File: config.mk
export PLATFORM = sky130hd
export DESIGN_NAME = clct_sorter_top
export DESIGN_NICKNAME = d
export VERILOG_FILES = /design/src/logic/sorter_pkg.sv /design/src/logic/candidate_sampler.sv /design/src/logic/candidate_fifo.sv /design/src/logic/best_1of7_sorter.sv /design/src/logic/sorter_apb_regs.sv /design/src/logic/clct_sorter_top.sv
export SDC_FILE = /design/constraint.sdc
export NUM_CORES = 1
export LEC_CHECK = 0
export BUFFER_PORTS_ARGS = -buffer_cell sky130_fd_sc_hd__clkbuf_2
export CAP_MARGIN = 15
export CORE_MARGIN = 1.5
export CORE_UTILIZATION = 40
export DETAILED_ROUTE_END_ITERATION = 8
export PLACE_DENSITY = 0.58
export SLEW_MARGIN = 20
export SYNTH_ARGS = -nofsm -noshare
export SYNTH_HDL_FRONTEND = slang
export SYNTH_SLANG_ARGS = --single-unit
File: constraint.sdc
create_clock -name clk -period 10.8 [get_ports clk]
set_input_delay 0.54 -clock clk [delete_from_list [all_inputs] [get_ports clk]]
set_output_delay 0.54 -clock clk [all_outputs]
set_load 0.005 [all_outputs]
File: src/logic/sorter_pkg.sv
package sorter_pkg;

  // --------------------
  // field widths
  // --------------------

  // pattern id, upper six bits sort, bit 0 is bend direction
  localparam int PAT_W    = 7;
  // half-strip key inside one candidate slice
  localparam int KEY_W    = 5;
  // ccLUT position offset
  localparam int OFFS_W   = 4;
  // ccLUT fit quality
  localparam int QLT_W    = 6;
  localparam int BEND_W   = 4;
  // comparator code carried with the pattern
  localparam int CARRY_W  = 12;
  localparam int SORT_W   = 6;
  localparam int N_CAND   = 7;
  // extended key is {candidate index, key}
  localparam int KEYX_W   = 8;
  localparam int IDX_W    = KEYX_W - KEY_W;
  // sub-key adds two quarter-strip bits below the extended key
  localparam int SUBKEY_W = 10;

  // apb bus
  localparam int APB_AW   = 8;
  localparam int APB_DW   = 32;

  // --------------------
  // candidate and result
  // --------------------

  // one half-strip pattern candidate, 39 bits
  typedef struct packed {
    logic [PAT_W-1:0]   pat;
    logic [KEY_W-1:0]   key;
    logic [OFFS_W-1:0]  offs;
    logic [QLT_W-1:0]   qlt;
    logic [BEND_W-1:0]  bend;
    logic [CARRY_W-1:0] carry;
    logic               bsy;
  } cand_t;

  // prepared group with per-candidate sort keys, 315 bits
  typedef struct packed {
    cand_t [N_CAND-1:0]             cand;
    logic  [N_CAND-1:0][SORT_W-1:0] sort_key;
  } group_t;

  // sorted best candidate, 48 bits
  typedef struct packed {
    logic [PAT_W-1:0]    pat;
    logic [KEYX_W-1:0]   best_key;
    logic [BEND_W-1:0]   bend;
    logic [CARRY_W-1:0]  carry;
    logic [SUBKEY_W-1:0] subkey;
    logic [QLT_W-1:0]    qlt;
    logic                bsy;
  } best_t;

  // --------------------
  // register map
  // --------------------

  typedef enum logic [APB_AW-1:0] {
    CTRL     = 8'h00,
    BSY_MASK = 8'h04,
    COUNT    = 8'h08,
    LAST     = 8'h0C
  } reg_addr_e;

endpackage

File: src/logic/candidate_sampler.sv
`timescale 1ns/1ps

module candidate_sampler import sorter_pkg::*;
(
  input  logic                clk,
  input  logic                rst_n,
  input  cand_t [N_CAND-1:0]  in_group,
  input  logic                in_valid,
  output logic                in_ready,
  input  logic                sort_on_qlt,
  input  logic [N_CAND-1:0]   bsy_mask,
  output group_t              samp_group,
  output logic                samp_valid,
  input  logic                samp_ready
);

  // prepared group, before the output register
  group_t prep;
  logic   in_fire;
  // low until the first cycle out of reset
  logic   run_q;

  // --------------------
  // group preparation
  // --------------------

  always_comb
  begin
    for (int i = 0; i < N_CAND; i++)
    begin
      prep.cand[i] = in_group[i];
      // busy from the chamber or forced by the mask register
      prep.cand[i].bsy = in_group[i].bsy | bsy_mask[i];
      // quality after the fit, or the sortable pattern bits
      if (sort_on_qlt)
        prep.sort_key[i] = in_group[i].qlt;
      else
        prep.sort_key[i] = in_group[i].pat[PAT_W-1:1];
    end
  end

  // --------------------
  // output stage
  // --------------------

  // accept when empty or draining this cycle, so one group per clock
  assign in_ready = run_q && (!samp_valid || samp_ready);
  assign in_fire  = in_valid && in_ready;

  always_ff @(posedge clk or negedge rst_n)
  begin
    if (!rst_n)
    begin
      run_q      <= 1'b0;
      samp_valid <= 1'b0;
    end
    else
    begin
      run_q <= 1'b1;
      if (in_fire)
        samp_valid <= 1'b1;
      else if (samp_ready)
        samp_valid <= 1'b0;
    end
  end

  // payload only moves on an accepted group
  always_ff @(posedge clk)
  begin
    if (in_fire)
      samp_group <= prep;
  end

endmodule

File: src/logic/candidate_fifo.sv
`timescale 1ns/1ps

module candidate_fifo import sorter_pkg::*; #(
  parameter int FIFO_DEPTH = 4
) (
  input  logic   clk,
  input  logic   rst_n,
  input  group_t samp_group,
  input  logic   samp_valid,
  output logic   samp_ready,
  output group_t fifo_group,
  output logic   fifo_valid,
  input  logic   fifo_ready
);

  localparam int PTR_W = $clog2(FIFO_DEPTH);

  // group storage
  group_t mem [FIFO_DEPTH];

  // pointers carry one wrap bit above the index
  logic [PTR_W:0] wr_ptr;
  logic [PTR_W:0] rd_ptr;
  logic           full;
  logic           empty;
  logic           wr_en;
  logic           rd_en;

  // --------------------
  // flags
  // --------------------

  assign empty = (wr_ptr == rd_ptr);
  // same slot but different lap
  assign full  = (wr_ptr[PTR_W] != rd_ptr[PTR_W]) &&
                 (wr_ptr[PTR_W-1:0] == rd_ptr[PTR_W-1:0]);

  assign samp_ready = !full;
  assign fifo_valid = !empty;
  assign wr_en      = samp_valid && !full;
  assign rd_en      = fifo_valid && fifo_ready;

  // head of queue, visible the cycle after its write
  assign fifo_group = mem[rd_ptr[PTR_W-1:0]];

  always_ff @(posedge clk or negedge rst_n)
  begin
    if (!rst_n)
    begin
      wr_ptr <= '0;
      rd_ptr <= '0;
    end
    else
    begin
      if (wr_en)
        wr_ptr <= wr_ptr + 1'b1;
      if (rd_en)
        rd_ptr <= rd_ptr + 1'b1;
    end
  end

  always_ff @(posedge clk)
  begin
    if (wr_en)
      mem[wr_ptr[PTR_W-1:0]] <= samp_group;
  end

endmodule

File: src/logic/best_1of7_sorter.sv
`timescale 1ns/1ps

module best_1of7_sorter import sorter_pkg::*;
(
  input  logic   clk,
  input  logic   rst_n,
  input  group_t fifo_group,
  input  logic   fifo_valid,
  output logic   fifo_ready,
  output best_t  out_best,
  output logic   out_valid,
  input  logic   out_ready,
  output logic   result_fire
);

  // candidates that pass the priority rule on their own
  logic [N_CAND-1:0]   wins;
  logic                found;
  logic [IDX_W-1:0]    sel_idx;
  cand_t               win_c;
  logic [KEYX_W-1:0]   key_x;
  logic [1:0]          sub_lo;
  best_t               nxt;
  logic                pop;

  // --------------------
  // selection
  // --------------------

  // strictly above every lower index, busy ones still compared
  always_comb
  begin
    for (int i = 0; i < N_CAND; i++)
    begin
      wins[i] = !fifo_group.cand[i].bsy;
      for (int j = 0; j < i; j++)
      begin
        if (fifo_group.sort_key[i] <= fifo_group.sort_key[j])
          wins[i] = 1'b0;
      end
    end
  end

  // highest index takes priority, candidate 0 only needs to be free
  always_comb
  begin
    found   = 1'b0;
    sel_idx = '0;
    for (int i = N_CAND - 1; i >= 0; i--)
    begin
      if (!found && wins[i])
      begin
        found   = 1'b1;
        sel_idx = IDX_W'(i);
      end
    end
  end

  assign win_c = fifo_group.cand[sel_idx];

  // --------------------
  // key arithmetic
  // --------------------

  // coarse offset correction, wraps at 256
  assign key_x = {sel_idx, win_c.key}
               + KEYX_W'(win_c.offs[3:2])
               + KEYX_W'(win_c.offs[1] & win_c.offs[0])
               - KEYX_W'(2);

  // quarter-strip bits, 2-bit wrap
  assign sub_lo = win_c.offs[1:0] + 2'd1;

  always_comb
  begin
    nxt     = '0;
    // nothing free in the group
    nxt.bsy = 1'b1;
    if (found)
    begin
      nxt.pat      = win_c.pat;
      nxt.best_key = key_x;
      nxt.bend     = win_c.bend;
      nxt.carry    = win_c.carry;
      nxt.subkey   = {key_x, sub_lo};
      nxt.qlt      = win_c.qlt;
      nxt.bsy      = 1'b0;
    end
  end

  // --------------------
  // output register
  // --------------------

  // take a new group when empty or the current result leaves
  assign fifo_ready  = !out_valid || out_ready;
  assign pop         = fifo_valid && fifo_ready;
  assign result_fire = out_valid && out_ready;

  always_ff @(posedge clk or negedge rst_n)
  begin
    if (!rst_n)
      out_valid <= 1'b0;
    else if (pop)
      out_valid <= 1'b1;
    else if (out_ready)
      out_valid <= 1'b0;
  end

  // held while out_ready is low
  always_ff @(posedge clk)
  begin
    if (pop)
      out_best <= nxt;
  end

endmodule

File: src/logic/sorter_apb_regs.sv
`timescale 1ns/1ps

module sorter_apb_regs import sorter_pkg::*;
(
  input  logic              clk,
  input  logic              rst_n,
  input  logic [APB_AW-1:0] paddr,
  input  logic              psel,
  input  logic              penable,
  input  logic              pwrite,
  input  logic [APB_DW-1:0] pwdata,
  output logic [APB_DW-1:0] prdata,
  output logic              pready,
  output logic              pslverr,
  output logic              sort_on_qlt,
  output logic [N_CAND-1:0] bsy_mask,
  input  logic              result_fire,
  input  best_t             out_best
);

  localparam int COUNT_W = 16;
  // {bsy, qlt, subkey}
  localparam int LAST_W  = SUBKEY_W + QLT_W + 1;

  reg_addr_e          addr;
  logic               access;
  logic               bad_addr;
  logic               wr_en;
  logic [COUNT_W-1:0] count_q;
  logic [LAST_W-1:0]  last_q;

  assign addr   = reg_addr_e'(paddr);
  assign access = psel && penable;
  // no wait states
  assign pready = 1'b1;

  // --------------------
  // decode
  // --------------------

  always_comb
  begin
    case (addr)
      CTRL, BSY_MASK: bad_addr = 1'b0;
      // status registers are read only
      COUNT, LAST:    bad_addr = pwrite;
      default:        bad_addr = 1'b1;
    endcase
  end

  assign pslverr = access && bad_addr;
  assign wr_en   = access && pwrite && !bad_addr;

  // unused bits read back as zero
  always_comb
  begin
    prdata = '0;
    case (addr)
      CTRL:     prdata[0] = sort_on_qlt;
      BSY_MASK: prdata[N_CAND-1:0] = bsy_mask;
      COUNT:    prdata[COUNT_W-1:0] = count_q;
      LAST:     prdata[LAST_W-1:0] = last_q;
      default:  prdata = '0;
    endcase
  end

  // --------------------
  // registers
  // --------------------

  always_ff @(posedge clk or negedge rst_n)
  begin
    if (!rst_n)
    begin
      sort_on_qlt <= 1'b0;
      bsy_mask    <= '0;
      count_q     <= '0;
      last_q      <= '0;
    end
    else
    begin
      if (wr_en && addr == CTRL)
        sort_on_qlt <= pwdata[0];
      if (wr_en && addr == BSY_MASK)
        bsy_mask <= pwdata[N_CAND-1:0];
      // counter sticks at all ones
      if (result_fire && count_q != {COUNT_W{1'b1}})
        count_q <= count_q + 1'b1;
      if (result_fire)
        last_q <= {out_best.bsy, out_best.qlt, out_best.subkey};
    end
  end

endmodule

File: src/logic/clct_sorter_top.sv
`timescale 1ns/1ps

module clct_sorter_top import sorter_pkg::*; #(
  parameter int FIFO_DEPTH = 4
) (
  input  logic               clk,
  input  logic               rst_n,
  // candidate stream in
  input  cand_t [N_CAND-1:0] in_group,
  input  logic               in_valid,
  output logic               in_ready,
  // best candidate stream out
  output best_t              out_best,
  output logic               out_valid,
  input  logic               out_ready,
  // apb slave
  input  logic [APB_AW-1:0]  paddr,
  input  logic               psel,
  input  logic               penable,
  input  logic               pwrite,
  input  logic [APB_DW-1:0]  pwdata,
  output logic [APB_DW-1:0]  prdata,
  output logic               pready,
  output logic               pslverr
);

  // sampler to fifo
  group_t            samp_group;
  logic              samp_valid;
  logic              samp_ready;
  // fifo to sorter
  group_t            fifo_group;
  logic              fifo_valid;
  logic              fifo_ready;
  // config and status
  logic              sort_on_qlt;
  logic [N_CAND-1:0] bsy_mask;
  logic              result_fire;

  candidate_sampler sampler_i (
    .clk         (clk),
    .rst_n       (rst_n),
    .in_group    (in_group),
    .in_valid    (in_valid),
    .in_ready    (in_ready),
    .sort_on_qlt (sort_on_qlt),
    .bsy_mask    (bsy_mask),
    .samp_group  (samp_group),
    .samp_valid  (samp_valid),
    .samp_ready  (samp_ready)
  );

  candidate_fifo #(
    .FIFO_DEPTH (FIFO_DEPTH)
  ) fifo_i (
    .clk        (clk),
    .rst_n      (rst_n),
    .samp_group (samp_group),
    .samp_valid (samp_valid),
    .samp_ready (samp_ready),
    .fifo_group (fifo_group),
    .fifo_valid (fifo_valid),
    .fifo_ready (fifo_ready)
  );

  best_1of7_sorter sorter_i (
    .clk         (clk),
    .rst_n       (rst_n),
    .fifo_group  (fifo_group),
    .fifo_valid  (fifo_valid),
    .fifo_ready  (fifo_ready),
    .out_best    (out_best),
    .out_valid   (out_valid),
    .out_ready   (out_ready),
    .result_fire (result_fire)
  );

  sorter_apb_regs regs_i (
    .clk         (clk),
    .rst_n       (rst_n),
    .paddr       (paddr),
    .psel        (psel),
    .penable     (penable),
    .pwrite      (pwrite),
    .pwdata      (pwdata),
    .prdata      (prdata),
    .pready      (pready),
    .pslverr     (pslverr),
    .sort_on_qlt (sort_on_qlt),
    .bsy_mask    (bsy_mask),
    .result_fire (result_fire),
    .out_best    (out_best)
  );

endmodule

* Word level (Yosys, flattened, before mapping)
Memory sizes are Yosys's and may differ from the RTL's. Cells that the tools add are included.
Storage, ports and cells: bits in registers 413, RAM bits 1260, bits of input ports 320, memories 1
Memories:
- fifo_i.mem | depth 4, width 315, read ports 1, clocked after memory_dff 0, wr ports 1, RTL line candidate_fifo.sv:19 | group_t mem [FIFO_DEPTH];
Operators by class: add/subtract/negate cells 7, magnitude comparators 22, equal/unequal tests 8, multiplexer cells 56, bitwise logic cells 8, reductions and logical operators 43
Operators by type and width (count):
- 6-bit <= comparator | 21
- 39-bit binary-select mux with 3-bit select | 1
- 6-bit two-way mux | 7
- 39-bit two-way mux | 1
- 1-bit two-way mux | 36
- 3-bit two-way mux | 7
- 1-bit logical AND | 19
- 1-bit zero test | 18
- 6-bit one-hot mux with 3 select lines | 1
- 9-bit one-hot mux with 2 select lines | 1
- 16-bit by 1-bit adder with 16-bit output, second input constant | 1
- 8-bit by 4-bit == test with 1-bit output, second input constant | 2
- 16-bit inequality test, second input constant | 1
- 8-bit by 2-bit adder with 8-bit output | 1
- 8-bit adder | 1
- 8-bit by 3-bit == test with 1-bit output, second input constant | 1
- 8-bit zero test | 1
- 8-bit by 2-bit subtractor with 8-bit output, second input constant | 1
- 1-bit bitwise OR | 7
- 3-bit by 1-bit adder with 3-bit output, second input constant | 2
- 3-bit by 4-bit less-than comparator with 1-bit output, second input constant | 1
- 1-bit one-hot mux with 4 select lines | 1
- 2-bit OR reduction | 2
- 3-bit == test | 1
- other kinds (8) | 9

* Longest topological paths before layout
Gate-level depths: netlist of the first run. An unclocked memory read counts as a cell.
depth after elaboration 32, depth in mapped cells 29, gate-level depth less buffers 23

* Hierarchy
Synthesis of the first run repeated with hierarchy kept, for this count alone.
Second synthesis, totals: cells, all modules 3035, area, all modules 65298.9 um^2
Modules (own cells, without submodules):
- candidate_fifo | times used 1, cells an instance 1693, area each 45837.7 um^2, seq. area each 37986.4 um^2
- candidate_sampler | times used 1, cells an instance 377, area each 10297.4 um^2, seq. area each 9509.1 um^2
- best_1of7_sorter | times used 1, cells an instance 755, area each 6896.6 um^2, seq. area each 1226.2 um^2
- sorter_apb_regs | times used 1, cells an instance 210, area each 2267.2 um^2, seq. area each 1026.0 um^2

* Least setup slack after synthesis of the first run
OpenSTA, ideal clock, no wires.
path type register to register, start reg fifo_i.rd_ptr[0], end mem fifo_i.mem[3][0] in the netlist's numbering, enable pin, setup time 0.719 ns, data arrival time 8.779 ns, required time 10.081 ns, path slack 1.303 ns, stages on the path, launching flop included 9, path buffers 3, cell sequence dfrtp_1 -> buf_6 -> buf_2 -> buf_2 -> xnor2_1 -> nand2_1 -> nor2_1 -> nor2b_1 -> and2_1
On the way: cells in the longest elaborated chain, start to end 6
RTL lines:
- start: declaration | RTL line candidate_fifo.sv:23 | logic [PTR_W:0] rd_ptr;
- start signal: assignment | RTL line candidate_fifo.sv:58 | rd_ptr <= rd_ptr + 1'b1;
- 2-bit == test | RTL line candidate_fifo.sv:36 | (wr_ptr[PTR_W-1:0] == rd_ptr[PTR_W-1:0]);
- 1-bit logical AND | RTL line candidate_fifo.sv:35 | assign full = (wr_ptr[PTR_W] != rd_ptr[PTR_W]) &&
- 1-bit zero test | RTL line candidate_fifo.sv:40 | assign wr_en = samp_valid && !full;
- 1-bit logical AND | RTL line candidate_fifo.sv:40
- 1-bit two-way mux | RTL line candidate_fifo.sv:64 | if (wr_en)
- 1-bit two-way mux (implied by the code) | RTL line candidate_fifo.sv:65 | mem[wr_ptr[PTR_W-1:0]] <= samp_group;
- end: declaration | RTL line candidate_fifo.sv:19
No other way between the ends.

* Worst setup path after layout of the first run
start reg fifo_i.rd_ptr[0], end reg sorter_i.out_best[16] (netlist name)
On the way: cells in the longest elaborated chain, start to end 32, elaborated cells between the ends (all ways) 82
RTL lines:
- memory 4 x 315 bit (*)
- 6-bit <= comparator / 1-bit zero test (equally long branches) | RTL line best_1of7_sorter.sv:38, best_1of7_sorter.sv:35
- 1-bit two-way mux (6 in series) | RTL line best_1of7_sorter.sv:38 | if (fifo_group.sort_key[i] <= fifo_group.sort_key[j])
- 1-bit two-way mux | RTL line best_1of7_sorter.sv:51 | if (!found && wins[i])
- 1-bit zero test | RTL line best_1of7_sorter.sv:51
- 1-bit logical AND | RTL line best_1of7_sorter.sv:51
- 1-bit two-way mux | RTL line best_1of7_sorter.sv:51
- 1-bit zero test | RTL line best_1of7_sorter.sv:51
- [... 11 more ...]
- 1-bit zero test | RTL line best_1of7_sorter.sv:51
- 1-bit logical AND | RTL line best_1of7_sorter.sv:51
- 3-bit two-way mux | RTL line best_1of7_sorter.sv:51
- 39-bit binary-select mux with 3-bit select | RTL line best_1of7_sorter.sv:59 | assign win_c = fifo_group.cand[sel_idx];
- 39-bit two-way mux (implied by the code) | RTL line best_1of7_sorter.sv:59
- 8-bit by 2-bit adder with 8-bit output / 1-bit AND (equally long branches) | RTL line best_1of7_sorter.sv:67, best_1of7_sorter.sv:68
- 8-bit adder | RTL line best_1of7_sorter.sv:68 | + KEYX_W'(win_c.offs[1] & win_c.offs[0])
- 8-bit by 2-bit subtractor with 8-bit output | RTL line best_1of7_sorter.sv:69 | - KEYX_W'(2);
Every way passes the cells marked *; elsewhere a longest branch is shown, timed or not. The select of a mux whose other input is x is not followed. A chain may end at the register's enable or synchronous reset.

==> results.md, run 1 <==
* Later-pin clock latency in the skew report at 0.81 ns
* Status: finished clean
* Synth async-reset ratio at 0.03003
* Number of port buffers at 362
* Final net count at 4,177
* Final Cycle Share at 0.7336
* Core area at 0.1602 mm2
* Crit end category: register
* Number of cell rows at 147
* Final setup skew at 0.04604 ns
* CTS tree: yes
* Ys flop type: edfxtp_1
* Worst slack at placement at 2.847 ns
* Post-synthesis mux area share at 0.1355
* DR vias at 31,210
* First-pass GRT wire length at 218,700 um
* Sequential area share after synthesis at 0.7730
* Final hold viol count at 0
* Post-synthesis xor/xnor area fraction at 0.003538
* Worst slew pin tran at 1.020 ns
* Simple-gate share of the synthesized area at 0.01664
* Startpoint Class: register
* Cell area after synthesis at 0.06436 mm2
* Drt wl/cell at 25.04 um
* Synth-to-Final Area Change at 19.95%
* Vias per cell at 5.185
* F_max at 0.1262 GHz
* Pwr dens at 284.0 mW/mm2
* GRT Resource Usage Total at 0.1850
* GP Congestion at 0.8279
* Peak supply drop at 0.3168 mV
* DIE HEIGHT at 404.1 um
* Syn Inst Count at 2,967
* Clock sinks at 1,665
* Most frequent cells in the layout: 1,615 x edfxtp_1, 362 x clkbuf_2, 316 x mux4_2, 275 x dlygate4sd3_1, 176 x clkbuf_16
* Post-synth EDFFs at 1,615
* CP required at 11.44 ns
* Hold Path Class: in2reg
* Distinct cells, synth at 67
* Initial antenna violation count at 29
* Maximum fanout along the worst path at 40
* Synth Register Bits at 1,665
* Reg2reg setup slack at 2.88 ns
* Setup TNS at 0 ns
* Largest family of logic cells by synthesized area: multiplexers
* Pins Over Slew Limit at 0
* Final setup fails at 0
* Most common cell after layout, fill and taps aside: edfxtp_1
* H-tree depth at 4
* Full die area at 0.1633 mm2
* Worst slew margin at 0.3200
* Layout cell share with drive strength beyond 1 at 0.2819
* Syn_area_per_cell at 21.69 um2
* Cts hold-fix bufs at 275
* Synth warn at 0
* Clk buf depth at 3
* Vias in the first global route at 32,190
* Shortest period the worst path allows at 7.922 ns
* CP Class: reg2reg
* Resize count post-CTS at 0
* Worst Path Arrival at 8.56 ns
* Pre-antenna DRT Iters at 6
* Clock tree root buffer cell: clkbuf_16
* Clock buffer count from CTS at 173
* Setup bufs post-CTS at 0
* Largest net degree at the start of global routing at 111
* Final WS setup at 2.878 ns
* Post-synthesis compound-gate area fraction at 0.02815
* Chip width at 404.1 um
* Adder-cell share of the synthesized area at 0.02784
* DPL Wire Length at 94,460 um
* Initial Util at 0.4017
* DRT iter0 DRCs at 2,487
* Gr ovfl total at 0
* Antenna-violating nets left at 0
* Max-Cap Viols at 0
* RSZ-0062 raised after global routing: false
* Total Wirelength at 150,700 um
* P_leak at 26.29 nW
* Clk slew on worst S/H paths at 0.06 ns
* Drt drc at 0
* I/O Pins at 404
[worst max-delay path, cell delays in order (launching register included)]
cell and delay [ns]:
dfrtp_4 0.99, buf_4 0.49, mux4_2 0.57, inv_1 0.27, ha_1 0.22, nand4_1 0.21, a21oi_1 0.29, a211oi_1 0.09
nor4_1 0.33, nand4_1 0.13, buf_4 0.35, o31ai_4 0.12, buf_4 0.75, inv_2 0.27, a211oi_1 0.31, a211oi_1 0.09
ha_1 0.23, fa_1 0.37, ha_1 0.25, fa_1 0.46, a21o_1 0.17, a21oi_1 0.22, o21bai_1 0.09, a21oi_1 0.19
a21oi_1 0.06, a21oi_1 0.14
[worst paths after layout]
path                                           startpoint                        end  cells past startpoint
min in group asynchronous                           rst_n           regs_i.last_q[6]                      3
worst max-delay path                     fifo_i.rd_ptr[0]      sorter_i.out_best[16]                     25
worst min register to register  sampler_i.samp_group[221]         fifo_i.mem[1][221]                      0
worst max register to register           fifo_i.rd_ptr[0]      sorter_i.out_best[16]                     25
max in group asynchronous                           rst_n           fifo_i.rd_ptr[0]                      3
worst min-delay path                         in_group[99]  sampler_i.samp_group[141]                      1
[power breakdown]
group / switching [W] / internal (W) / leakage (nW)
combinational: 0.00423 / 0.00300 / 8.15
sequential: 0.000457 / 0.00839 / 15.4
clock: 0.00247 / 0.00338 / 2.72
total: 0.00715 / 0.0148 / 26.3
[metrics by stage]
step | util | instance area [um2] | instances | hold slack (ns) | total power [W]
after floorplan | - | 64410 | 2982 | 0.2444 | 0.01403
after detailed placement | 0.4294 | 68780 | 5425 | 0.4771 | 0.01624
after global placement | 0.4294 | 68780 | 5425 | 0.4724 | 0.01617
final | 0.4819 | 77190 | 6020 | 0.05888 | 0.02192
after CTS | 0.4817 | 77170 | 6012 | 0.002272 | 0.02221
after global routing | 0.4818 | 77190 | 6017 | 0.01750 | 0.02308
[synth_stat cells, types with 37 or more instances]
cell type	n	area, um2
ha_1	140	1752
nand2_1	55	206.5
mux2_2	80	900.9
o21ai_0	37	185.2
edfxtp_1	1615	48500
clkbuf_1	66	247.7
dfrtp_1	50	1251
mux4_2	316	7117
nor2_1	42	157.7
inv_1	69	259.0
mux2i_1	70	700.7
a21oi_1	48	240.2
[kinds of logic (layout without fill, tap and decap cells)]
| kind of cell | count (synthesis) | count (layout) |
|---|---|---|
| buffers and inverters | 210 | 1080 |
| other | 2 | 25 |
| xor gates and xnor gates | 26 | 26 |
| DFF | 1665 | 1665 |
| and+or+nand+nor | 210 | 210 |
| adders and majority gates | 142 | 142 |
| AOI/OAI and AO/OA | 246 | 246 |
| muxes | 466 | 466 |
[metal layers]
metal  global-route usage  share of wire  vias up  wire, um
li1                     -              -    13840         -
met1               0.2479           0.42    16290     63640
met2               0.3032           0.49      804     74600
met3              0.04023          0.055      245      8224
met4              0.05580          0.027       30      4083
met5                    0         0.0013        -       202
[flip-flops by register name, indices dropped and copies added (netlist names)]
signal	cells
sampler_i.run_q	1
fifo_i.rd_ptr	3
regs_i.bsy_mask	7
regs_i.last_q	17
regs_i.sort_on_qlt	1
sampler_i.samp_group	315
fifo_i.mem	1260
sampler_i.samp_valid	1
sorter_i.out_valid	1
fifo_i.wr_ptr	3
sorter_i.out_best	40
regs_i.count_q	16
[area by class of cell]
class | instances | area (um2)
clock buffers | 217 | 4608
clock inverters | 95 | 1028
inverters | 71 | 269.0
flip-flops and latches | 1665 | 49760
fillers | 13070 | 83010
diodes | 8 | 20.02
repair buffers | 697 | 5077
well taps | 2160 | 2703
multi-input cells | 1107 | 13730
Note: power is estimated with default switching activity, not from simulation.
==> run 2: changes to the inputs <==
ABC_AREA = 1   (was unset)
PLACE_DENSITY = 0.6   (was 0.58)
clock period = 7.1 ns   (was 10.8 ns; I/O delays follow)
==> results.md, run 2 <==
* I/O Pins at 404 (unchanged)
* Antenna-violating nets left at 0 (unchanged)
* Worst setup path end: sorter_i.out_best[16]
* DR vias at 42,580 (+36%)
* List of most frequent post-synthesis cells: 1,615 x edfxtp_1, 1,277 x nand2_1, 293 x a21oi_1
* Pre-antenna DRT Iters at 6 (unchanged)
* Initial antenna violation count at 27 (-6.9%)
* Vias per cell at 5.303 (+2.3%)
* Reg2reg setup slack at 0.49 ns (-2.39 ns)
* Syn_area_per_cell at 13.22 um2 (-39%)
* Ys flop type: edfxtp_1
* CP Class: reg2reg
* Chip width at 412.2 um (+2.0%)
* Final Cycle Share at 0.9312 (+0.1976)
* Setup bufs post-CTS at 0 (unchanged)
* # fillers at 14,440 (+11%)
* Final setup fails at 0 (unchanged)
* Share of the synthesized area in the top cell type at 0.7241 (-0.02944)
* Cell area after synthesis at 0.06697 mm2 (+4.1%)
* Worst slack at placement at 0.5147 ns (-2.332 ns)
* Max reg flops at 1,260 (unchanged)
* First-pass GRT wire length at 265,000 um (+21%)
* Full die area at 0.1699 mm2 (+4.0%)
* Worst Path Arrival at 7.27 ns (-1.29 ns)
* Hold WS at 0.06282 ns (+0.003936 ns)
* Hold path start: paddr[7]
* Setup crit start: fifo_i.rd_ptr[0]
* Clk buf depth at 3 (unchanged)
* Sequential area share after synthesis at 0.7428 (-0.03020)
* Vias in the first global route at 40,610 (+26%)
* R2R Path Start: fifo_i.rd_ptr[0]
* Core area at 0.1655 mm2 (+3.3%)
* Pins Over Slew Limit at 0 (unchanged)
* Family with the most delay on the worst path: simple AND/OR/NAND/NOR gates
* Gr ovfl total at 0 (unchanged)
* Crit end category: register
* GP Congestion at 0.9031 (+9.1%)
* Worst r2r dst: sorter_i.out_best[16]
* Non-Filler Instances at 8,030 (+33%)
* Most common cell after layout, fill and taps aside: edfxtp_1
* Worst r2r path cells at 32 (+28%)
* Max-Cap Viols at 0 (unchanged)
* Final hold viol count at 0 (unchanged)
* Worst slew pin tran at 1.083 ns (+0.06291 ns)
* Later-pin clock latency in the skew report at 0.81 ns (about the same)
* Clock sinks at 1,665 (unchanged)
* Max incr delay on CP at 0.50 ns (-0.49 ns)
* Post-synthesis xor/xnor area fraction at 0.002877 (-0.0006613)
* Synth async-reset ratio at 0.03003 (unchanged)
* Most used standard cell by instance count after synthesis: edfxtp_1
* Post-synth top area cell: edfxtp_1
* Drt drc at 0 (unchanged)
* H-tree depth at 4 (unchanged)
* Largest family of logic cells by synthesized area: simple AND/OR/NAND/NOR gates
* Syn Inst Count at 5,067 (+71%)
* Hold Path Class: in2reg
* Setup TNS at 0 ns (unchanged)
* RSZ-0062 raised after global routing: false
* Cell count along the critical path at 32 (+28%)
* Simple-gate share of the synthesized area at 0.1145 (+0.09790)
* CTS tree: yes
* Distinct cells, synth at 49 (-27%)
* Largest cells by area after synthesis: edfxtp_1 72%, nand2_1 7.2%, ha_1 2.6%, a32o_1 2.4%, a21oi_1 2.2%
* Clock buffer count from CTS at 172 (-0.58%)
* Post-synth EDFFs at 1,615 (unchanged)
* Shortest period the worst path allows at 6.611 ns (-1.311 ns)
* Final net count at 6,156 (+47%)
* Worst hold path depth at 6 (+5)
* Layout cell share with drive strength beyond 1 at 0.1240 (-0.1580)
* Adder-cell share of the synthesized area at 0.02675 (-0.001088)
* Total Wirelength at 181,000 um (+20%)
* Cells after DPL at 7,425 (+37%)
* Clock tree root buffer cell: clkbuf_16
* Final WS setup at 0.4886 ns (-2.389 ns)
* Maximum fanout along the worst path at 102 (+160%)
* Startpoint Class: register
* Most used cell, CP: nand2_1
* Synth warn at 0 (unchanged)
* Post-synthesis mux area share at 0 (-0.1355)
* CP required at 7.76 ns (-3.68 ns)
* Most frequent cells in the layout: 1,615 x edfxtp_1, 1,276 x nand2_1, 362 x clkbuf_2, 293 x a21oi_1, 284 x dlygate4sd3_1
* Largest net degree at the start of global routing at 148 (+33%)
* Crit-path slowest cell: dfrtp_4
* DRT iter0 DRCs at 3,954 (+59%)
* Clk slew on worst S/H paths at 0.06 ns (about the same)
* Final setup skew at 0.02355 ns (-0.02249 ns)
* Drt wl/cell at 22.53 um (-10%)
* DPL Wire Length at 110,100 um (+17%)
* CP bufs+invs at 3 (-2)
* Synth Register Bits at 1,665 (unchanged)
* Status: finished clean
* Post-synthesis compound-gate area fraction at 0.08317 (+0.05502)
* DIE HEIGHT at 412.2 um (+2.0%)
* F_max at 0.1513 GHz (+20%)
* Synth-to-Final Area Change at 18.48%
* GRT Resource Usage Total at 0.2105 (+0.02550)
* Initial Util at 0.4045 (+0.002824)
* Worst slew margin at 0.2781 (-0.04194)
* Number of port buffers at 362 (unchanged)
* Number of cell rows at 149 (+1.4%)
[run 2: cell count changes after synthesis, sizes merged, moves of 40 or more]
cell,before,now
nand2,55,1281
mux2i,70,0
o22ai,10,83
mux2,80,0
mux4,316,0
a32o,0,162
a21oi,48,293
inv,71,162
o21ai,38,256
buf,72,112
nand3,20,229
nand3b,1,49
clkbuf,67,196
nor2,44,291
[run 2: metal layers]
layer | up-vias | GRT usage | part of all wire
met2 | 1341 | 0.3425 | 0.48
met5 | - | 0 | 0.00070
met3 | 288 | 0.03670 | 0.062
met1 | 21230 | 0.2879 | 0.43
met4 | 20 | 0.06535 | 0.028
li1 | 19710 | - | -
[run 2: timing repair]
action                                  CTS  global route
resized for setup                         0             3
hold endpoints to repair                374             0
endpoints found under the setup margin    0             1
hold buffers                            284             0
[run 2: final cells by class]
class	instances	area, um2	area share
sequential	1665	49760	0.6271
multi-input combinational	2945	15340	0.1933
timing repair buffer	746	5618	0.07080
clock buffer	226	4571	0.05760
tap	2189	2739	0.03452
inverter	164	646.9	0.008153
clock inverter	78	634.4	0.007995
antenna	17	42.54	0.0005362
[run 2: how the worst min path moves through the flow]
stage,endpoint,slack [ns]
floorplan,fifo_i.rd_ptr[0],0.06
global route,regs_i.bsy_mask[4],0.1
detailed placement,regs_i.count_q[15],0.46
finish,regs_i.sort_on_qlt,0.06
global placement,regs_i.count_q[9],0.46
CTS,regs_i.sort_on_qlt,0.008
[run 2: cells by family (layout without fill, tap and decap cells)]
group,after synthesis,after routing
DFF,1665,1665
other,2,34
AOI/OAI and AO/OA,878,878
buffers and inverters,472,1214
xor gates and xnor gates,22,22
adders and majority gates,142,142
and+or+nand+nor,1886,1886
[run 2: per-stage QoR]
stage | area (um2) | utilization
2_1_floorplan | 67050 | -
3_3_place_gp | 71230 | 0.4303
3_5_place_dp | 71240 | 0.4303
4_1_cts | 79280 | 0.4789
5_1_grt | 79330 | 0.4792
6_report | 79340 | 0.4793
[run 2: worst reg2reg max path: cells and delay by family, from the launching register on]
family          cells  cell delay (ns)
fa+ha+maj           5             1.78
flops               1             0.50
buf+inv             3             0.71
simple gates       18             2.39
compound gates      6             1.13
Power of run 2 is left out: the tool's default activity adds up to more than one toggle a clock period on the data nets, which glitch-free logic cannot reach.
